<file path="config.mk">
export PLATFORM = sky130hd
export DESIGN_NAME = bus_fabric
export DESIGN_NICKNAME = d
export VERILOG_FILES = /design/src/verilog/soc_pkg.sv /design/src/verilog/bus_fabric.sv
export SDC_FILE = /design/constraint.sdc
export NUM_CORES = 1
export LEC_CHECK = 0
export BUFFER_PORTS_ARGS = -buffer_cell sky130_fd_sc_hd__buf_2
export CORE_AREA = 2 2 91 93
export CTS_CLUSTER_SIZE = 24
export DETAILED_ROUTE_END_ITERATION = 12
export DIE_AREA = 0 0 93 95
export GPL_TIMING_DRIVEN = 0
export MAX_ROUTING_LAYER = met4
export SYNTH_ARGS = -nofsm -noshare
export SYNTH_HDL_FRONTEND = slang
export SYNTH_SLANG_ARGS = --single-unit
</file>
<file path="constraint.sdc">
create_clock -name clk -period 2.55 [get_ports clk]
set_input_delay 0.255 -clock clk [delete_from_list [all_inputs] [get_ports clk]]
set_output_delay 0.255 -clock clk [all_outputs]
set_load 0.02 [all_outputs]
</file>
<file path="src/verilog/soc_pkg.sv">
////////////////////////////////////////////////////////////
// shared bus types and memory map for the platform fabric
// the region is taken from address bits 31:28 only
////////////////////////////////////////////////////////////

package soc_pkg;

    localparam int XLEN      = 32;
    localparam int RAM_WORDS = 256;
    localparam int RAM_AW    = $clog2(RAM_WORDS);   // word index bits
    localparam int IRQ_COUNT = 2;                   // source ids 1..IRQ_COUNT

    // region boundaries on the top address nibble
    localparam logic [3:0] TIMER_BASE  = 4'h2;      // ram below this
    localparam logic [3:0] IRQ_BASE    = 4'h3;
    localparam logic [3:0] PERIPH_BASE = 4'h8;      // up to nibble f

    // timer register offsets
    localparam logic [3:0] MTIME_LO    = 4'h0;
    localparam logic [3:0] MTIME_HI    = 4'h4;
    localparam logic [3:0] MTIMECMP_LO = 4'h8;
    localparam logic [3:0] MTIMECMP_HI = 4'hC;

    // interrupt controller and button offsets
    localparam logic [3:0] IRQ_ENABLE  = 4'h0;
    localparam logic [3:0] IRQ_PENDING = 4'h4;
    localparam logic [3:0] IRQ_CLAIM   = 4'h8;
    localparam logic [3:0] BTN_STATUS  = 4'h0;

    typedef struct packed {
        logic            en;        // request strobe
        logic [3:0]      be;        // zero means read
        logic [XLEN-1:0] addr;
        logic [XLEN-1:0] wdata;
    } bus_req_t;

    typedef struct packed {
        logic            valid;
        logic [XLEN-1:0] rdata;
    } bus_rsp_t;

    typedef struct packed {
        logic ram;
        logic timer;
        logic irq;
        logic periph;
    } dev_sel_t;

    typedef enum logic [1:0] {
        REGION_RAM    = 2'd0,
        REGION_TIMER  = 2'd1,
        REGION_IRQ    = 2'd2,
        REGION_PERIPH = 2'd3
    } region_e;

endpackage

</file>
<file path="src/verilog/bus_fabric.sv">
////////////////////////////////////////////////////////////
// every device answers one cycle after its request, so the
// registered region is enough to steer the read data
////////////////////////////////////////////////////////////
`timescale 1ns/1ps

module bus_fabric (
    input  logic              clk,
    input  logic              rst_n_i,
    input  soc_pkg::bus_req_t req_i,
    output soc_pkg::dev_sel_t sel_o,
    input  logic [31:0]       ram_rdata_i,
    input  logic [31:0]       tmr_rdata_i,
    input  logic [31:0]       irq_rdata_i,
    input  logic [31:0]       btn_rdata_i,
    output soc_pkg::bus_rsp_t rsp_o
);

    soc_pkg::region_e region_d;
    soc_pkg::region_e region_q;
    logic             valid_q;
    logic [3:0]       nibble;

    assign nibble = req_i.addr[31:28];

    ////////////////////////////////////////////////////////////
    // decode stage
    ////////////////////////////////////////////////////////////
    always_comb begin
        if (nibble < soc_pkg::TIMER_BASE) begin
            region_d = soc_pkg::REGION_RAM;
        end else if (nibble < soc_pkg::IRQ_BASE) begin
            region_d = soc_pkg::REGION_TIMER;
        end else if (nibble < soc_pkg::PERIPH_BASE) begin
            region_d = soc_pkg::REGION_IRQ;
        end else begin
            region_d = soc_pkg::REGION_PERIPH;
        end
    end

    always_comb begin
        sel_o        = '0;
        sel_o.ram    = req_i.en && (region_d == soc_pkg::REGION_RAM);
        sel_o.timer  = req_i.en && (region_d == soc_pkg::REGION_TIMER);
        sel_o.irq    = req_i.en && (region_d == soc_pkg::REGION_IRQ);
        sel_o.periph = req_i.en && (region_d == soc_pkg::REGION_PERIPH);
    end

    always_ff @(posedge clk) begin
        if (!rst_n_i) begin
            valid_q  <= 1'b0;
            region_q <= soc_pkg::REGION_RAM;
        end else begin
            valid_q <= req_i.en;
            if (req_i.en) begin
                region_q <= region_d;   // idle cycles keep last region
            end
        end
    end

    ////////////////////////////////////////////////////////////
    // return stage
    ////////////////////////////////////////////////////////////
    always_comb begin
        rsp_o.valid = valid_q;
        case (region_q)
            soc_pkg::REGION_TIMER:  rsp_o.rdata = tmr_rdata_i;
            soc_pkg::REGION_IRQ:    rsp_o.rdata = irq_rdata_i;
            soc_pkg::REGION_PERIPH: rsp_o.rdata = btn_rdata_i;
            default:                rsp_o.rdata = ram_rdata_i;
        endcase
    end

endmodule

</file>
* Yosys cells after proc, flatten, opt, wreduce, memory -nomap -nowiden
Index checks and enable logic that the tools add are counted.
** Word-level totals
- Word-level logic and storage cells :: 20
- Output and inout port bits :: 37
- Bits in registers :: 3
- Input port bits :: 199
** Operators by class
- Magnitude comparators :: 3
- Equal/unequal tests :: 6
- Multiplexer cells :: 4
- Reductions and logical operators :: 5
** Operators with widths (count)
- 32-bit one-hot mux with 3 select lines :: 1
- 2-bit equality test, second input constant :: 4
- 4-bit by 2-bit less-than comparator with 1-bit output, second input constant :: 2
- 2-bit by 1-bit equality test with 1-bit output, second input constant :: 2
- 1-bit logical AND :: 4
- 4-bit less-than comparator, second input constant :: 1
- 2-bit 2-to-1 mux :: 2
- 2-bit logical NOT :: 1
- 1-bit 2-to-1 mux :: 1

* Depth between registers and ports, before layout
- Depth after elaboration :: 6
- Mapped depth :: 4
- Depth with buffers taken out :: 2

* Worst setup path before layout
Ideal clock, no wire load.
- Path kind :: input to output
- From :: in req_i[63] (netlist name)
- To :: out sel_o[2] (netlist name)
- Slack :: 1.093 ns
- Data arrival time :: 1.202 ns
- Stages on the path :: 2
- Data required time :: 2.295 ns
- Buffers on the path :: 0
- Cell sequence :: nand2b_1 -> nor4b_1
** RTL lines
- from (decl) :: RTL line bus_fabric.sv:10 : input soc_pkg::bus_req_t req_i,
- to (decl) :: RTL line bus_fabric.sv:11 : output soc_pkg::dev_sel_t sel_o,

==> results.yml <==
grt:
  grt_pass1_vias: 1433
  grt_usage_pct: 9.56
  grt_overflow: 0
  grt_first_pass_wirelength_um: 6440
  grt_max_degree: 11
  antenna_found_initial: 0
placed_design:
  post-place-ws_ns: 0.847
  io_buffers: 171
  gp_congestion: 0.766
  dpl.hpwl_um: 4260
logic_synthesis:
  syn-instance-count: 56
  synthesis.nets: 255
  ys_warn_count: 0
  synth-seq-cells: 3
  synth.distinct_cells: 19
  synth.yosys.seq_area_share_pct: 6.23
  syn_avg_cell_area_um2: 17.2
  synth.cell_area_um2: 965
timing:
  setup_slack_ns: 0.642
  hold_viol: 0
  finalCriticalPeriod_ns: 1.91
  rsz0062_at_grt: "false"
  fmax_mhz: 524
  worst_slew_pin_slew_ns: 0.289
  setup_viol_count_final: 0
  finalMaxSlewViolations: 0
  clock_skew_ns: 0
  whs_ns: 0.273
  finalCritPeriodShare_pct: 74.8
  relSlewSlack_pct: 80.7
  fin_setup_tns_ns: 0
finish:
  layout_commonest_cell: "buf_2"
  area_delta_synth_final_pct: 107
  final_cell_mix: "174 x buf_2, 29 x mux4_2"
  n_antenna_cell: 0
  nNetsFinal: 431
  num-fill-cells: 882
  drive_gt1_share_pct: 91.8
setup_path:
  endpoint_kind: "primary output"
  worst-endpoint-required_ns: 2.30
  critPathLaunch: "region_q[1]"
  rr_startpoint: "region_q[1]"
  crit_chain: "clkbuf_1 -> buf_2 -> mux4_2 -> buf_2"
  cpPeakStageDelay_ns: 0.37
  crit_buf_inv: 3
  crit_family: "buffers and inverters"
  path_common_cell: "buf_2"
  critPathLaunchType: "flip-flop"
  slowest_stage: "mux4_2"
  path_class: "reg -> out"
  cp_max_fo: 10
  crit_arrival_ns: 1.65
drt:
  wl_met1_um: 1760
  drt_iter0_markers: 10
  drc_errors: 0
  routed_wl_um: 4590
  route.met3.wl_um: 354
  wl_per_cell_um: 13.7
  top_layer: "met4"
  via_count: 1348
  first_pass_iters: 4
  ant_nets: 0
  drt-vias-per-instance: 4.01
  route.met2.wl_um: 2460
cts:
  post_cts_buffers: 0
  h-tree-depth: 1
  cts-root-buf: "clkbuf_8"
  cts_tree: "yes"
  clockBufferDepth: 2
  postCtsResizedCells: 0
  cts_sinks: 3
  insertion_delay_ns: 0.22
  cts_hold_buf: 0
  clkTransAtPathRegs_ns: 0.03
  cts_buffers: 3
die:
  rows: 33
  die_x_um: 93
  start_util_pct: 12.2
  design.core.area_um2: 7930
  num_io_pins: 236
  fp.dieH_um: 95
  die_area_um2: 8840
power_and_ir_drop:
  p_leak_uw: 0.000998
  p_int_uw: 388
  switching_share_pct: 37.8
  peakVddDrop_v: 0.000320
  clkPwrFrac_pct: 22.6
  pwr-share-comb_pct: 69.2
  powerDensity_nw_per_um2: 312
  power_frac_seq_pct: 8.3
  power_switching_uw: 236
hold_path:
  min-delay-path-class: "in -> reg"
  hold_path_startpoint: "rst_n_i"
flow_run:
  cap_violations: 0
status:
  status: "finished, final reports clean"
layer usage:
metal,up-vias,GRT usage (%)
li1,617,-
met1,636,11.5
met2,91,17.5
met3,4,0.958
met4,0,1.72
met5,-,-
stage by stage:
| stage | total power [uW] | instances | util [%] | area, um^2 |
|---|---|---|---|---|
| after floorplan | 306 | 56 | - | 965 |
| after global placement | 484 | 332 | 24.6 | 1950 |
| after detailed placement | 492 | 332 | 24.6 | 1950 |
| after CTS | 637 | 336 | 25.2 | 2000 |
| after global routing | 665 | 336 | 25.2 | 2000 |
| final | 624 | 336 | 25.2 | 2000 |
cells in the mapped netlist (all sizes together):
| master | instances | area share [%] |
|---|---|---|
| mux4 | 32 | 76 |
| clkbuf | 1 | 0.39 |
| buf | 8 | 9.7 |
| dfxtp | 3 | 6.2 |
| nor4b | 1 | 0.91 |
| o21ai | 1 | 0.52 |
| nor3b | 1 | 0.78 |
| nor2 | 1 | 0.39 |
| o221a | 1 | 1.2 |
| a21oi | 1 | 0.52 |
| and2 | 2 | 1.3 |
| nand2b | 1 | 0.65 |
| inv | 1 | 0.39 |
| a31oi | 1 | 0.65 |
| nor3 | 1 | 0.52 |
sequential cells by signal, indices dropped and copies added, names as in the netlist:
register	cells
region_q	2
valid_q	1
final cells by class:
cell class	count	area (um^2)	share of cell area, %
tap	105	131	6.58
sequential	3	60.1	3.01
timing repair buffer	171	856	42.9
clock buffer	4	45.0	2.26
inverter	1	3.75	0.188
multi-input combinational	43	803	40.2
buffer	9	97.6	4.89
path summary, 6_finish.rpt:
check	end	depth (start not counted)	slack, ns
setup / recovery	rsp_o[2]	4	0.64
hold / removal	valid_q	2	0.27
setup reg to reg	region_q[1]	4	1.37
hold reg to reg	region_q[0]	3	0.83
kinds of logic (layout without fill, tap and decap cells):
family | count (synthesis) | count (layout) | share of synthesized area [%]
DFF | 3 | 3 | 6.23
AOI/OAI and AO/OA | 4 | 4 | 2.85
buffers and inverters | 10 | 185 | 10.5
muxes | 32 | 32 | 75.9
and+or+nand+nor | 7 | 7 | 4.54
power by group through the flow:
stage               Combinational, uW  Clock, uW  Sequential (uW)
floorplan                         254          0             51.9
global placement                  432          0             52.0
detailed placement                440          0             52.0
CTS                               441        144             51.5
global route                      463        150             51.9
finish                            432        141             51.5
worst register-to-register path, cell delays in order (launching register included):
cell	delay (ns)
dfxtp_1	0.30
clkbuf_1	0.25
buf_2	0.31
o21ai_0	0.11
a31oi_1	0.14
No activity file was read; power rests on OpenSTA's default activity.
