### config.mk
export PLATFORM = sky130hd
export DESIGN_NAME = machine_timer
export DESIGN_NICKNAME = d
export VERILOG_FILES = /design/src/verilog/soc_pkg.sv /design/src/verilog/machine_timer.sv
export SDC_FILE = /design/constraint.sdc
export NUM_CORES = 1
export LEC_CHECK = 0
export CAP_MARGIN = 20
export CORE_UTILIZATION = 50
export CTS_CLUSTER_DIAMETER = 30
export DETAILED_ROUTE_END_ITERATION = 6
export DONT_BUFFER_PORTS = 1
export HOLD_SLACK_MARGIN = 0.05
export PLACE_DENSITY = 0.75
export SLEW_MARGIN = 20
export SYNTH_ARGS = -nofsm -noshare
export SYNTH_HDL_FRONTEND = slang
export SYNTH_SLANG_ARGS = --single-unit
### constraint.sdc
create_clock -name clk -period 2.5 [get_ports clk]
set_input_delay 0.375 -clock clk [delete_from_list [all_inputs] [get_ports clk]]
set_output_delay 0.375 -clock clk [all_outputs]
set_load 0.005 [all_outputs]
### src/verilog/soc_pkg.sv
////////////////////////////////////////////////////////////
// shared bus types and memory map for the platform fabric
// the region is taken from address bits 31:28 only
////////////////////////////////////////////////////////////

package soc_pkg;

    localparam int XLEN      = 32;
    localparam int RAM_WORDS = 256;
    localparam int RAM_AW    = $clog2(RAM_WORDS);   // word index bits
    localparam int IRQ_COUNT = 2;                   // source ids 1..IRQ_COUNT

    // region boundaries on the top address nibble
    localparam logic [3:0] TIMER_BASE  = 4'h2;      // ram below this
    localparam logic [3:0] IRQ_BASE    = 4'h3;
    localparam logic [3:0] PERIPH_BASE = 4'h8;      // up to nibble f

    // timer register offsets
    localparam logic [3:0] MTIME_LO    = 4'h0;
    localparam logic [3:0] MTIME_HI    = 4'h4;
    localparam logic [3:0] MTIMECMP_LO = 4'h8;
    localparam logic [3:0] MTIMECMP_HI = 4'hC;

    // interrupt controller and button offsets
    localparam logic [3:0] IRQ_ENABLE  = 4'h0;
    localparam logic [3:0] IRQ_PENDING = 4'h4;
    localparam logic [3:0] IRQ_CLAIM   = 4'h8;
    localparam logic [3:0] BTN_STATUS  = 4'h0;

    typedef struct packed {
        logic            en;        // request strobe
        logic [3:0]      be;        // zero means read
        logic [XLEN-1:0] addr;
        logic [XLEN-1:0] wdata;
    } bus_req_t;

    typedef struct packed {
        logic            valid;
        logic [XLEN-1:0] rdata;
    } bus_rsp_t;

    typedef struct packed {
        logic ram;
        logic timer;
        logic irq;
        logic periph;
    } dev_sel_t;

    typedef enum logic [1:0] {
        REGION_RAM    = 2'd0,
        REGION_TIMER  = 2'd1,
        REGION_IRQ    = 2'd2,
        REGION_PERIPH = 2'd3
    } region_e;

endpackage

### src/verilog/machine_timer.sv
////////////////////////////////////////////////////////////
// 32-bit bus access to each half of mtime and mtimecmp
// a write to mtime takes the place of that cycle's increment
////////////////////////////////////////////////////////////
`timescale 1ns/1ps

module machine_timer (
    input  logic              clk,
    input  logic              rst_n_i,
    input  soc_pkg::bus_req_t req_i,
    input  logic              sel_i,
    output logic [31:0]       rdata_o,
    output logic              mti_o
);

    logic [63:0] mtime_q;
    logic [63:0] mtimecmp_q;
    logic        mti_q;
    logic [31:0] rdata_q;
    logic [3:0]  offset;
    logic        wr;
    logic        rd;

    assign offset = req_i.addr[3:0];
    assign wr     = sel_i && (req_i.be != 4'b0000);
    assign rd     = sel_i && (req_i.be == 4'b0000);

    function automatic logic [31:0] byte_merge(input logic [31:0] old_w,
                                               input logic [31:0] new_w,
                                               input logic [3:0]  be);
        logic [31:0] res;
        res = old_w;
        for (int b = 0; b < 4; b++) begin
            if (be[b]) res[8*b +: 8] = new_w[8*b +: 8];
        end
        return res;
    endfunction

    ////////////////////////////////////////////////////////////
    // counter, compare and interrupt
    ////////////////////////////////////////////////////////////
    always_ff @(posedge clk) begin
        if (!rst_n_i) begin
            mtime_q    <= 64'd0;
            mtimecmp_q <= '1;            // no interrupt until programmed
            mti_q      <= 1'b0;
        end else begin
            mti_q <= (mtime_q >= mtimecmp_q);
            if (wr && offset == soc_pkg::MTIME_LO) begin
                mtime_q[31:0] <= byte_merge(mtime_q[31:0], req_i.wdata, req_i.be);
            end else if (wr && offset == soc_pkg::MTIME_HI) begin
                mtime_q[63:32] <= byte_merge(mtime_q[63:32], req_i.wdata, req_i.be);
            end else begin
                mtime_q <= mtime_q + 64'd1;
            end
            if (wr && offset == soc_pkg::MTIMECMP_LO) begin
                mtimecmp_q[31:0] <= byte_merge(mtimecmp_q[31:0], req_i.wdata, req_i.be);
            end
            if (wr && offset == soc_pkg::MTIMECMP_HI) begin
                mtimecmp_q[63:32] <= byte_merge(mtimecmp_q[63:32], req_i.wdata, req_i.be);
            end
        end
    end

    // value seen at the request edge
    always_ff @(posedge clk) begin
        if (rd) begin
            case (offset)
                soc_pkg::MTIME_LO:    rdata_q <= mtime_q[31:0];
                soc_pkg::MTIME_HI:    rdata_q <= mtime_q[63:32];
                soc_pkg::MTIMECMP_LO: rdata_q <= mtimecmp_q[31:0];
                soc_pkg::MTIMECMP_HI: rdata_q <= mtimecmp_q[63:32];
                default:              rdata_q <= 32'd0;
            endcase
        end
    end

    assign rdata_o = rdata_q;
    assign mti_o   = mti_q;

endmodule

[After elaboration in Yosys (flattened, before gate mapping)]
Cells that the tools add are included.
Word-level totals
  logic and storage cells: 66
  output and inout bits: 33
  bits in registers: 161
Operators by class
  eq/ne operators: 12
  add/sub/neg operators: 1
  mux-type cells: 8
  reductions and logical operators: 25
  bitwise gates (word level): 1
  order comparisons: 1
Operators by type and width (number)
  $pmux 32 s4: 1
  $mux 32: 3
  $add 64x1->64 const B: 1
  $ge 64x64->1: 1
  $mux 8: 4
  $reduce_and 2->1: 16
  $ne 2x2->1 const B: 9
  $eq 4x4->1 const B: 2
  $logic_not 4->1: 2
  $logic_and 1x1->1: 6
  $eq 4x3->1 const B: 1
  $reduce_bool 4->1: 1
  $not 1->1: 1

[Depth between registers and ports, before layout]
  word-level depth: 5
  mapped depth: 9

[Worst setup path before layout]
OpenSTA, ideal clock, no wires.
  path type: input port to flip-flop
  from: input port req_i[65] (netlist name)
  to: register mtime_q[36]
  stages on the path: 7
  arrival time: 2.026 ns
  setup time: 0.065 ns
  path slack: 0.409 ns
  path through: buf_2 > o41a_1 > and2_1 > buf_2 > nor4_1 > mux2_2 > nor2_1
Between the ends
  word-level cells in the longest chain between the ends: 5
  elaborated cells on any way between the ends: 8
  those cells by class: eq/ne: 1; mux: 1; bitwise: 1; reduce/logical: 5
RTL lines
  start: declaration: RTL line machine_timer.sv:10  | input soc_pkg::bus_req_t req_i,
  $reduce_bool 4->1 (*): RTL line machine_timer.sv:25  | assign wr = sel_i && (req_i.be != 4'b0000);
  $logic_and 1x1->1 (*): RTL line machine_timer.sv:25
  $logic_and 1x1->1, on equally long branches: RTL line machine_timer.sv:51, machine_timer.sv:49
  $ne 2x2->1 (no source line) or $not 1->1 (tied branches)
  $reduce_and 2->1 (no source line)
  end signal: assignment: RTL line machine_timer.sv:52  | mtime_q[63:32] <= byte_merge(mtime_q[63:32], req_i.wdata, req_i.be);
  end signal: assignment: RTL line machine_timer.sv:54  | mtime_q <= mtime_q + 64'd1;
  end: declaration: RTL line machine_timer.sv:16  | logic [63:0] mtime_q;
Mark *: on every way between the ends. The rest lies on a longest branch, timed or not.
A chain may end at the register's enable or synchronous reset.

[Final worst setup path]
  from: register mtime_q[0]
  to: register mtime_q[53]
Between the ends
  word-level cells in the longest chain between the ends: 2
RTL lines
  start signal: assignment: RTL line machine_timer.sv:50  | mtime_q[31:0] <= byte_merge(mtime_q[31:0], req_i.wdata, req_i.be);
  start signal: assignment: RTL line machine_timer.sv:54
  $add 64x1->64: RTL line machine_timer.sv:54
  $mux 32: RTL line machine_timer.sv:51  | end else if (wr && offset == soc_pkg::MTIME_HI) begin
Every way passes these cells.

==> results.py <==
metrics = {
    "run_status": {
        "status": "finished clean",
    },
    "cells_and_area": {
        "final_cells": 1469,
        "diodes": 0,
        "fin_nets": 1333,
        "layout-drive-gt1-share": 0.123,
        "areaGrowthSynthToFinish_pct": 13.7,
        "fillers": 1708,
    },
    "floorplan": {
        "dieArea_mm2": 0.0203,
        "initial_utilization": 0.518,
        "core_area_mm2": 0.0190,
        "io_pins": 105,
        "die_w_um": 142,
        "die_h_um": 142,
        "rows": 50,
    },
    "clock_tree": {
        "clock-sinks": 161,
        "cts_max_path_buffers": 2,
        "cts_root_buf": "clkbuf_16",
        "cts_tree": "yes",
        "h-tree-depth": 4,
        "cts_setup_buffers": 0,
        "cts.reportedPaths.clkPinSlew_ps": 70,
        "cts_buffers": 17,
        "clkLatencyLatePin_ps": 430,
    },
    "synth": {
        "ys_warn_count": 0,
        "synth_edf_count": 32,
        "synth_common_cells": "nand2_1, dfxtp_1, o21ai_0",
        "yosysMostFrequentCell": "nand2_1",
        "synthesis.nets": 1300,
        "ys.flop_type": "dfxtp_1",
        "synth_cells": 1163,
        "synth_top_area_frac": 0.262,
        "synth_area_mm2": 0.00986,
        "avgSynthCellArea_um2": 8.48,
        "yosysTopAreaCell": "dfxtp_1",
        "yosys-top-cells-area": "dfxtp_1, edfxtp_1, ha_1, mux2i_1, nand2_1",
        "synth_cell_types": 76,
        "yosysSeqAreaShare": 0.359,
        "ys_seq_elements": 161,
        "async_flop_share": 0,
    },
    "critical_path": {
        "crit_buf_inv": 1,
        "worstSetupStartpointType": "register",
        "cp-end-kind": "register",
        "cp.required_ps": 2850,
        "crit_fanout": 8,
        "worst-setup-path-type": "reg2reg",
        "crit_slowest_cell": "dfxtp_1",
        "cpPeakStageDelay_ps": 470,
        "cp_cell_sequence": "nand3_1 > nor4_4 > nand4_4 > buf_4 > nand2b_4 > o32a_1 > a21oi_1",
        "path_delay_family": "simple AND/OR/NAND/NOR gates",
        "cp.arrival_ps": 2770,
    },
    "place": {
        "gp_congestion": 0.993,
        "numPortBuffers": 0,
        "hpwlAfterDp_mm": 22.5,
        "placed_cells": 1433,
    },
    "global_route": {
        "antenna_found_initial": 0,
        "grt_start_max_net_pins": 53,
        "grt_first_pass_wirelength_mm": 50.0,
        "grt_pass1_vias": 9034,
        "gr-usage-all-layers": 0.323,
        "grt_remaining_overflow": 0,
    },
    "drt": {
        "vias_per_cell": 6.44,
        "wl_per_cell_um": 21.6,
        "vias": 9456,
        "top_layer_used": "met4",
        "dr_wl_met3_mm": 3.04,
        "drtIter0Drc": 1141,
        "m1WireLength_mm": 12.9,
        "first_pass_iters": 7,
        "dr_wl_met2_mm": 14.5,
        "drt_wl_total_mm": 31.8,
        "postRouteAntennaNets": 0,
        "drcViolationCount": 0,
    },
    "power_and_ir_drop": {
        "ir_worst_vdd_v": 0.000426,
        "powerDensity_mw_per_mm2": 524,
        "leakagePower_nw": 5.09,
        "power_mw": 5.88,
    },
    "timing": {
        "max_slew_margin": 0.464,
        "max_slew.worst_pin.slew_ps": 803,
        "grt_setup_unrepaired": "no",
        "timing.fmax_mhz": 413,
        "finalClockSkew_ps": 7.08,
        "maxSlewViolCount": 0,
        "period_needed_ps": 2420,
        "finalSetupViolCount": 0,
        "fin_tns_setup_ps": 0,
        "whs_ps": 65.9,
        "finalCritPeriodShare": 0.968,
        "hold_viol": 0,
    },
    "job": {
        "cap_violations": 0,
    },
    "min_path": {
        "hold_class": "in2reg",
    },
}
[final cells by class]
cell class                 count  area, µm²  share of cell area
multi-input combinational    859       5770               0.514
clock inverter                 9        128              0.0114
timing repair buffer          82        681              0.0607
inverter                      75        282              0.0251
sequential                   161       3540               0.316
clock buffer                  23        489              0.0436
tap                          260        325              0.0290
[path summary, 6_finish.rpt]
kind	endpoint	start	cells past startpoint	slack, ps
worst max-delay path	mtime_q[53]$_SDFFE_PN0P_	mtime_q[0]$_SDFFE_PN0P_	7	80
worst min-delay path	mtimecmp_q[10]$_SDFFE_PN1P_	req_i[10]	2	70
worst max register to register	mtime_q[53]$_SDFFE_PN0P_	mtime_q[0]$_SDFFE_PN0P_	7	80
worst min register to register	mtimecmp_q[3]$_SDFFE_PN1P_	mtimecmp_q[3]$_SDFFE_PN1P_	2	500
[logic make-up (layout without fill, tap and decap cells)]
logic type	Yosys count	after routing	synth area share
simple gates	385	385	0.201
compound gates	327	327	0.215
flops	161	161	0.359
buf+inv	143	189	0.0575
mux	80	80	0.0830
fa+ha+maj	65	65	0.0825
xor+xnor	2	2	0.00178
[repair_timing]
item                                    in CTS  in global routing
gates resized for setup                      0                  3
endpoints found under the hold margin       52                  0
hold buffers                                 4                  0
endpoints found under the setup margin       0                  7
[power breakdown]
group,internal [mW],switching (mW)
Sequential,2.69,0.0428
Clock,1.68,1.09
Combinational,0.156,0.216
[layout by cell type (no fill, tap or decap), types with 6 or more instances in the layout]
cell,count
a311oi_1,14
a211oi_1,15
and3_1,22
edfxtp_1,32
and2_1,6
mux2_2,14
nand4_1,29
a21o_1,9
nor4_1,12
dfxtp_1,129
clkbuf_16,18
and4_1,6
ha_1,65
buf_4,75
o21ai_0,89
nor3_1,31
a31oi_1,7
a22oi_1,39
nand3_1,43
inv_1,74
nor2_1,60
a21oi_1,72
nand2_1,136
mux2i_1,66
o211ai_1,38
[routing by layer]
| layer | track usage | vias to the layer above |
|---|---|---|
| met5 | 0 | - |
| met4 | 0.149 | 0 |
| met3 | 0.0834 | 103 |
| met2 | 0.512 | 548 |
| met1 | 0.411 | 4406 |
| li1 | - | 4399 |
[worst register-to-register path, stage by stage, from the launching register on]
cell      delay [ps]
dfxtp_1          470
nand3_1          220
nor4_4           420
nand4_4          300
buf_4            270
nand2b_4         170
o32a_1           290
a21oi_1          200
[sequential cells by signal, summed over array words and instances (netlist names)]
name        flops
mti_o           1
mtime_q        64
mtimecmp_q     64
rdata_o        32
[metrics by stage]
stage | setup slack, ps | utilization | cell area, µm²
global route | 16.3 | 0.590 | 11200
finish | 79.2 | 0.590 | 11200
detailed placement | 188 | 0.553 | 10500
CTS | 116 | 0.589 | 11200
floorplan | 409 | - | 9860
global placement | 199 | 0.553 | 10500
No activity file was read; power rests on OpenSTA's default activity.
