**src/verilog/soc_pkg.sv**
```systemverilog
////////////////////////////////////////////////////////////
// shared bus types and memory map for the platform fabric
// the region is taken from address bits 31:28 only
////////////////////////////////////////////////////////////

package soc_pkg;

    localparam int XLEN      = 32;
    localparam int RAM_WORDS = 256;
    localparam int RAM_AW    = $clog2(RAM_WORDS);   // word index bits
    localparam int IRQ_COUNT = 2;                   // source ids 1..IRQ_COUNT

    // region boundaries on the top address nibble
    localparam logic [3:0] TIMER_BASE  = 4'h2;      // ram below this
    localparam logic [3:0] IRQ_BASE    = 4'h3;
    localparam logic [3:0] PERIPH_BASE = 4'h8;      // up to nibble f

    // timer register offsets
    localparam logic [3:0] MTIME_LO    = 4'h0;
    localparam logic [3:0] MTIME_HI    = 4'h4;
    localparam logic [3:0] MTIMECMP_LO = 4'h8;
    localparam logic [3:0] MTIMECMP_HI = 4'hC;

    // interrupt controller and button offsets
    localparam logic [3:0] IRQ_ENABLE  = 4'h0;
    localparam logic [3:0] IRQ_PENDING = 4'h4;
    localparam logic [3:0] IRQ_CLAIM   = 4'h8;
    localparam logic [3:0] BTN_STATUS  = 4'h0;

    typedef struct packed {
        logic            en;        // request strobe
        logic [3:0]      be;        // zero means read
        logic [XLEN-1:0] addr;
        logic [XLEN-1:0] wdata;
    } bus_req_t;

    typedef struct packed {
        logic            valid;
        logic [XLEN-1:0] rdata;
    } bus_rsp_t;

    typedef struct packed {
        logic ram;
        logic timer;
        logic irq;
        logic periph;
    } dev_sel_t;

    typedef enum logic [1:0] {
        REGION_RAM    = 2'd0,
        REGION_TIMER  = 2'd1,
        REGION_IRQ    = 2'd2,
        REGION_PERIPH = 2'd3
    } region_e;

endpackage

```
**src/verilog/button_port.sv**
```systemverilog
////////////////////////////////////////////////////////////
// btn_i may be asynchronous, press and release pulses last one cycle
////////////////////////////////////////////////////////////
`timescale 1ns/1ps

module button_port (
    input  logic                        clk,
    input  logic                        rst_n_i,
    input  soc_pkg::bus_req_t           req_i,
    input  logic                        sel_i,
    input  logic                        btn_i,
    output logic [31:0]                 rdata_o,
    output logic [soc_pkg::IRQ_COUNT:1] irq_o
);

    logic        sync1_q;
    logic        sync2_q;   // synchronized level
    logic        prev_q;    // level one cycle earlier
    logic        press_q;
    logic        release_q;
    logic [7:0]  count_q;
    logic [31:0] rdata_q;
    logic        status_hit;

    assign status_hit = sel_i && (req_i.addr[3:0] == soc_pkg::BTN_STATUS);

    always_ff @(posedge clk) begin
        if (!rst_n_i) begin
            sync1_q   <= 1'b0;
            sync2_q   <= 1'b0;
            prev_q    <= 1'b0;
            press_q   <= 1'b0;
            release_q <= 1'b0;
            count_q   <= 8'd0;
        end else begin
            sync1_q   <= btn_i;
            sync2_q   <= sync1_q;
            prev_q    <= sync2_q;
            press_q   <= sync2_q & ~prev_q;   // rising edge
            release_q <= ~sync2_q & prev_q;   // falling edge
            if (status_hit && req_i.be != 4'b0000) begin
                count_q <= 8'd0;              // any write clears
            end else if (press_q) begin
                count_q <= count_q + 8'd1;
            end
        end
    end

    always_ff @(posedge clk) begin
        if (status_hit && req_i.be == 4'b0000) begin
            rdata_q <= {23'd0, sync2_q, count_q};
        end
    end

    always_comb begin
        irq_o    = '0;
        irq_o[1] = press_q;
        irq_o[2] = release_q;
    end

    assign rdata_o = rdata_q;

endmodule

```
**config.mk**
```make
export PLATFORM = sky130hd
export DESIGN_NAME = button_port
export DESIGN_NICKNAME = d
export VERILOG_FILES = /design/src/verilog/soc_pkg.sv /design/src/verilog/button_port.sv
export SDC_FILE = /design/constraint.sdc
export NUM_CORES = 1
export LEC_CHECK = 0
export CORE_MARGIN = 2
export CORE_UTILIZATION = 62
export CTS_CLUSTER_SIZE = 10
export DETAILED_ROUTE_END_ITERATION = 16
export DONT_BUFFER_PORTS = 1
export PLACE_DENSITY = 0.78
export SYNTH_ARGS = -nofsm -noshare
export SYNTH_HDL_FRONTEND = slang
export SYNTH_SLANG_ARGS = --single-unit
```
**constraint.sdc**
```tcl
create_clock -name clk -period 4.54 [get_ports clk]
set_input_delay 0.681 -clock clk [delete_from_list [all_inputs] [get_ports clk]]
set_output_delay 0.681 -clock clk [all_outputs]
set_load 0.005 [all_outputs]
```
### Yosys cells after proc, flatten, opt, wreduce, memory -nomap -nowiden

Index checks and enable logic that the tools add are counted.

| operators by class | value |
|---|---|
| bitwise gates (word level) | 5 |
| add/sub/neg operators | 1 |
| reductions and logical operators | 7 |

Operator list:

| cell | count |
|---|---|
| 8-bit by 1-bit adder with 8-bit output, second input constant | 1 |
| 4-bit logical NOT | 2 |
| 4-bit nonzero test | 1 |
| 1-bit logical AND | 3 |
| 1-bit NOT | 3 |
| 1-bit bitwise AND | 2 |
| 2-bit OR reduction | 1 |

| word-level totals | value |
|---|---|
| word-level logic and storage cells | 20 |
| register bits | 22 |
| output and inout bits | 34 |

### Logic depth before layout (Yosys ltp)

Gate-level depths: netlist of the first run.

| logic depth | value |
|---|---|
| depth after elaboration | 4 |
| gate-level depth with buffers | 4 |
| depth with buffers taken out | 4 |

### Worst setup path after synthesis of the first run

Ideal clock, no wire load.

| path | value |
|---|---|
| kind | input -> register |
| start point | in req_i[32] (netlist bit) |
| end point | reg rdata_q[0] (netlist: rdata_o[0]) (enable) |
| arrival | 2.010 ns |
| cell stages on the path | 2 |
| setup time | 0.389 ns |
| path slack | 2.141 ns |
| cells stage by stage | or4b_4 > nor3b_1 |

| between the ends | value |
|---|---|
| longest elaborated chain between the ends | 3 |

Ends and longest elaborated chain:

| element | line | text |
|---|---|---|
| from (decl) | button_port.sv:9 | `input soc_pkg::bus_req_t req_i,` |
| 4-bit logical NOT | button_port.sv:25 | `assign status_hit = sel_i && (req_i.addr[3:0] == soc_pkg::BTN_STATUS);` |
| 1-bit logical AND | button_port.sv:25 |  |
| 1-bit logical AND | button_port.sv:50 | `if (status_hit && req_i.be == 4'b0000) begin` |
| to (signal assigned) | button_port.sv:51 | `rdata_q <= {23'd0, sync2_q, count_q};` |
| to (decl) | button_port.sv:22 | `logic [31:0] rdata_q;` |

Every way passes these cells.
A chain may end at the register's enable or synchronous reset.

### Final worst setup path of the first run

| path | value |
|---|---|
| start point | in req_i[65] (netlist bit) |
| end point | reg rdata_q[6] (netlist: rdata_o[6]) (enable) |

| between the ends | value |
|---|---|
| longest elaborated chain between the ends | 2 |

Ends and longest elaborated chain:

| element | line |
|---|---|
| 4-bit logical NOT | button_port.sv:50 |
| 1-bit logical AND | button_port.sv:50 |

Every way passes these cells.

==> impl_results.md, run 1 <==
* Status: finished clean
* Vias at between 500 and 600
* Post-CTS Resized at 0
* Std cell rows at 14
* Crit end category: flop
* Pleak at about 0.35 nW
* Number of max-cap violations at 0
* Sink Count at 22
* Max Root-Sink Buffers at 2
* Synth cell types at 21
* Largest net degree at the start of global routing at 13
* Post-Route Utilization at 0.613
* CTS tree: yes
* Fillcell total at between 100 and 150
* Critical Setup Path Class: input port to flop
* Crit path buf inv count at 1
* I/O Pins at about 110
* Least-Margin Pin Slew at about 0.56 ns
* Hold Fails Final Rpt at 0
* Cells after Synth at 86
* Crit path max-delay family: simple AND/OR/NAND/NOR gates
* GRT overflow at 0
* Post-synth top area share at 0.279
* Worst EP arrival at between 1.5 and 2 ns
* Pre-Repair DR Iteration Count at 4
* Vias in the first global route at between 400 and 500
* Ant. Diodes at 0
* DP HPWL at slightly above 900 µm
* Pwr Density at around 340 nW/µm²
* Ys Warns at 0
* Cell taking the most area after synthesis: edfxtp_1
* Unrepaired setup endpoints after global routing: false
* Tot GR Track Use at 0.127
* Initial DRC Count at 6
* Mapped cell area at 970 µm²
* Max Clk Rate at ~0.61 GHz
* Area growth from synthesis to layout at -5.81%
* Slowest stage delay, CP at between 0.5 and 0.6 ns
* Initial Util at 0.651
* Most common cell after layout, fill and taps aside: conb_1
* Layout cells sized above 1 at 0.0690
* Routed length per instance at between 10 and 15 µm
* Max Slew Vio Count at 0
* Critical path cell sequence: nor4_1 > nor3b_1 > buf_4
* CTS root buf: clkbuf_4
* Post-CTS Setup Bufs at 0
* Final net count at 162
* Reg clk slew, reported paths at ~0.11 ns
* H-Tree Depth at 1
* Storage element area at 531 µm²
* Post-synthesis sequential area ratio at 0.547
* CTS Buf Count at 3
* Final setup vio count at 0
* Die Ht at roughly 44 µm
* Post-Syn Area per Cell at around 11 µm²
* CP Launch Type: input port
* Slew margin rel. at 0.621
* Hold slack final at around 0.43 ns
* Clock Skew at 0.00142 ns
* Commonest cells after routing, fill and taps aside: conb_1 (23), dfxtp_1 (13), edfxtp_1 (9), nor2_1 (6)
* Clk_lat worst skew at around 0.30 ns
* IR drop worst, VDD at roughly 130 µV
* Vias/cell at 5.22
* GP Congestion at between 0.6 and 0.7
* Fin crit share at 0.359
* Die area at ~1900 µm²
* Hold buffers post-CTS at 0
* CP Max Fanout at 9
* Min cycle time layout at approximately 1.6 ns
* Slowest stage cell, crit path: nor4_1
* CP required at 4.57 ns
* Fin Setup TNS at 0 ns
* Die Wd at around 44 µm
* Antenna-violating nets left at 0
* Residual DRC at 0
* Synth Register Bits at 22
* Dominant cells by area after synthesis: edfxtp_1 (28%), dfxtp_1 (27%), buf_4 (19%), xor2_1 (2.7%), nand4_1 (2.6%)
* Area of the multi-input gates at 329 µm²
* Area of the core at approximately 1500 µm²
* Total power at 0.000306 W
* First-pass GRT wire length at between 1.5 and 2 mm
* Final wirelength at roughly 1.2 mm
* PortBufs at 0
* Hold Path Class: flop to flop
* Initial antenna violation count at 0
==> worst paths after layout <==
path | end | depth (start not counted) | slack [ns] | from
max | rdata_o[6]$_DFFE_PP_ | 3 | 2.91 | req_i[65]
min reg2reg | press_q$_SDFF_PN0_ | 1 | 0.43 | prev_q$_SDFF_PN0_
min | press_q$_SDFF_PN0_ | 1 | 0.43 | prev_q$_SDFF_PN0_
max reg2reg | count_q[5]$_SDFFE_PP0P_ | 3 | 3.15 | press_q$_SDFF_PN0_
==> layer usage <==
| layer | routed length (µm) | part of all wire | global-route usage |
|---|---|---|---|
| met1 | 447 | 0.37 | 0.127 |
| met2 | 597 | 0.50 | 0.224 |
| met3 | 115 | 0.096 | 0.0333 |
| met4 | 36 | 0.030 | 0.0909 |
| met5 | 0 | 0 | 0 |
==> where the power goes <==
part	switching [W]	internal, W	leakage, nW
clock	0.0000543	0.0000343	0.0150
sequential	0.00000183	0.000206	0.187
combinational	0.00000696	0.00000263	0.146
==> flip-flops by register name, indices dropped and copies added, names as in the netlist <==
name / count
sync1_q: 1
rdata_o: 9
count_q: 8
press_q: 1
release_q: 1
sync2_q: 1
prev_q: 1
==> synth_stat cells <==
master / n
buf_4: 25
dfxtp_1: 13
edfxtp_1: 9
nor2_1: 6
nand2_1: 4
nand4_1: 4
a21oi_1: 3
and2_1: 3
o21ai_0: 3
or3_1: 3
xor2_1: 3
buf_2: 1
conb_1: 1
ha_1: 1
mux2i_1: 1
nor2b_1: 1
nor3b_1: 1
nor4_1: 1
o31ai_4: 1
or4b_4: 1
xnor2_1: 1
==> cell families after synthesis <==
kind of cell               count (synthesis)  share of synthesized area
adders and majority gates                  1                     0.0129
and+or+nand+nor                           24                      0.138
xor gates and xnor gates                   4                     0.0361
buffers and inverters                     26                      0.199
muxes                                      1                     0.0103
AOI/OAI and AO/OA                          7                     0.0529
other                                      1                    0.00387
DFF                                       22                      0.547
==> metrics by stage <==
stage                     instance area, µm²  setup slack, ns  cells
final                                    913             2.91    103
after global routing                     913             2.88    103
after CTS                                913             2.90    103
after detailed placement                 887             2.59     99
after global placement                   887             2.59     99
after floorplan                         1050             2.14    108
==> area by class of cell <==
cell class,instances,area share
tap,16,0.0219
timing repair buffer,1,0.00822
clock buffer,4,0.0288
sequential,22,0.581
multi-input combinational,60,0.360
==> worst register-to-register path, stage by stage (launching register included) <==
cell     delay, ns
dfxtp_1       0.52
nand4_1       0.26
or3_1         0.40
a21oi_1       0.15
Note: power is estimated with default switching activity, not from simulation.
==> run 2: changes to the inputs <==
Settings changed: CORE_UTILIZATION 62 to 59, PLACE_DENSITY 0.78 to 0.75.
Clock period 4.54 ns to 1.64 ns, I/O delays scaled along.
==> run 2 against run 1 <==
Total power grew to 2.8 times the previous value. Sequential power grew to 2.8 times the previous value. Clock skew is 0.0011 ns higher. Cell area is 4.2% higher. Global-route usage is 0.19 points lower. Final cell count is 1.9% higher. Highest routed layer unchanged.
==> impl_results.md, run 2 (same netlist as run 1, synthesis figures left out) <==
* Die Wd at 44.5 µm (+2.3%)
* Crit end category: flop
* Sw frac at 0.204 (-0.00189)
* Sink Count at 22 (unchanged)
* R2R Path Start: count_q[2]$_SDFFE_PP0P_
* Status: finished clean
* Pleak at 0.370 nW (+6.5%)
* Worst R2R End: count_q[5]$_SDFFE_PP0P_
* Min cycle time layout at ~1.3 ns
* Worst slack, placed at 0.136 ns (-2.46 ns)
* Area of the core at 1520 µm² (+2.4%)
* Total power at 0.000847 W (+180%)
* GP Congestion at 0.672 (-1.1%)
* Fin crit share at 0.774
* CTS tree: yes
* Number of max-cap violations at 0 (unchanged)
* Unrepaired setup endpoints after global routing: false
* Combinational power share at 0.036 (+0.005)
* Met2 usage at 0.223 (-0.000341)
* Placed Area at 926 µm² (+4.4%)
* Design Area, Final at 952 µm² (+4.2%)
* Pwr Density at 890 nW/µm² (+170%)
* CTS Buf Count at 3 (unchanged)
* GRT overflow at 0 (unchanged)
* H-Tree Depth at 1 (unchanged)
* Clock power frac at 0.286 (-0.003)
* Slowest stage cell, crit path: dfxtp_1
* Met3 Use GR at 0.0327 (-0.000680)
* Initial antenna violation count at 0 (unchanged)
* Clk_lat worst skew at 0.29 ns (about the same)
* Vias/cell at 5.16 (-1.2%)
* I/O Pins at 107 (unchanged)
* Hold Path Depth at 1 (unchanged)
* Slack of the critical path at 0.371 ns (-2.54 ns)
* PortBufs at 0 (unchanged)
* IR drop worst, VDD at 401 µV (+200%)
* Max Root-Sink Buffers at 2 (unchanged)
* Std cell rows at 14 (unchanged)
* Most common cell after layout, fill and taps aside: conb_1
* CP required at 1.87 ns (-2.70 ns)
* Critical Setup Path Class: flop to flop
* Die area at 1980 µm² (+4.6%)
* Clock Skew at 0.00252 ns (+0.00111 ns)
* R2R Setup Slk at 0.37 ns (-2.78 ns)
* Critical path cell sequence: nand4_1 > or3_1 > a21oi_1
* CP Launch Type: flop
* Max Slew Vio Count at 0 (unchanged)
* Initial DRC Count at 13 (+7)
* Post-Route Utilization at 0.625 (+0.0113)
* Post-CTS Resized at 0 (unchanged)
* Vias at 542 (+0.74%)
* Initial Util at 0.636 (-0.0150)
* Post-CTS Setup Bufs at 0 (unchanged)
* First-pass GRT wire length at 1.80 mm (+4.8%)
* Switching Power at 0.000173 W (+170%)
* Final net count at 164 (+1.2%)
* Largest net degree at the start of global routing at 13 (unchanged)
* Sequential fraction of design power at 0.678 (about the same)
* Fin Setup TNS at 0 ns (unchanged)
* P_int at 0.000674 W (+180%)
* M1 GR Usage at 0.130 (+0.00284)
* Hold Path Class: input port to flop
* DP HPWL at 910 µm (-1.2%)
* Hold EP: sync1_q$_SDFF_PN0_
* Worst hold start: rst_n_i
* Reg clk slew, reported paths at 0.11 ns (about the same)
* Max reg flops at 9 (unchanged)
* Hold Fails Final Rpt at 0 (unchanged)
* CP Max Fanout at 6 (-3)
* Pre-Repair DR Iteration Count at 4 (unchanged)
* Commonest cells after routing, fill and taps aside: conb_1 (23), dfxtp_1 (13), edfxtp_1 (9), nor2_1 (6)
* Slowest stage delay, CP at 0.42 ns (-0.10 ns)
* Layout cells sized above 1 at 0.101 (+0.0322)
* Area growth from synthesis to layout at -1.81%
* Final wirelength at 1.18 mm (-1.7%)
* Residual DRC at 0 (unchanged)
* Vias in the first global route at 437 (+4.5%)
* Tot GR Track Use at 0.125 (-0.00185)
* GRT busiest layer: met2
* Fillcell total at 107 (-11%)
* Final setup vio count at 0 (unchanged)
* Ant. Diodes at 0 (unchanged)
* Max Clk Rate at roughly 0.79 GHz
* Crit path buf inv count at 0 (-1)
* Routed length per instance at 11.2 µm (-3.5%)
* Worst EP arrival at 1.50 ns (-0.15 ns)
* Antenna-violating nets left at 0 (unchanged)
* Hold buffers post-CTS at 0 (unchanged)
* CTS root buf: clkbuf_4
* Crit path max-delay family: simple AND/OR/NAND/NOR gates
* Die Ht at 44.5 µm (+2.3%)
* R2R depth at 3 (unchanged)
run 2: cell count changes in the layout (fill, tap and decap cells not counted), sizes merged:
cell / delta
buf: +2
run 2: worst register-to-register path: cells and delay by family, from the launching register on:
kind / cells / cell delay (ns)
AND/OR/NAND/NOR: 2 / 0.64
flip-flops: 1 / 0.42
AO/OA/AOI/OAI: 1 / 0.15
run 2: metal layers:
metal | wire length [µm] | part of all wire
met5 | 0 | 0
met4 | 23 | 0.020
met3 | 123 | 0.10
met2 | 567 | 0.48
met1 | 462 | 0.39
run 2: worst max-delay path by stage:
stage	startpoint	end	slack, ns	cells after the start
after floorplan	req_i[32]	rdata_o[0]$_DFFE_PP_	0.1	2
after global placement	req_i[32]	rdata_o[5]$_DFFE_PP_	0.14	3
after global routing	count_q[2]$_SDFFE_PP0P_	count_q[5]$_SDFFE_PP0P_	0.28	3
after detailed placement	req_i[32]	rdata_o[6]$_DFFE_PP_	0.14	3
final	count_q[2]$_SDFFE_PP0P_	count_q[5]$_SDFFE_PP0P_	0.37	3
after CTS	count_q[2]$_SDFFE_PP0P_	count_q[5]$_SDFFE_PP0P_	0.37	3
run 2: stage by stage:
stage	cells	hold slack, ns
after CTS	105	0.0606
after detailed placement	101	0.371
final	105	0.0621
after floorplan	108	0.367
after global placement	101	0.369
after global routing	105	0.0770
run 2: cell type report:
type                    instances  area, µm²  share of cell area
flip-flops and latches         22        531               0.557
multi-input cells              60        340               0.357
repair buffers                  3       35.0              0.0368
clock buffers                   4       26.3              0.0276
well taps                      16       20.0              0.0210
run 2: power by group through the flow:
stage               clock (W)  combinational (W)  sequential [W]
global placement            0          0.0000287        0.000586
floorplan                   0          0.0000667        0.000585
detailed placement          0          0.0000293        0.000586
CTS                  0.000244          0.0000295        0.000574
finish               0.000243          0.0000305        0.000574
global route         0.000258          0.0000351        0.000575
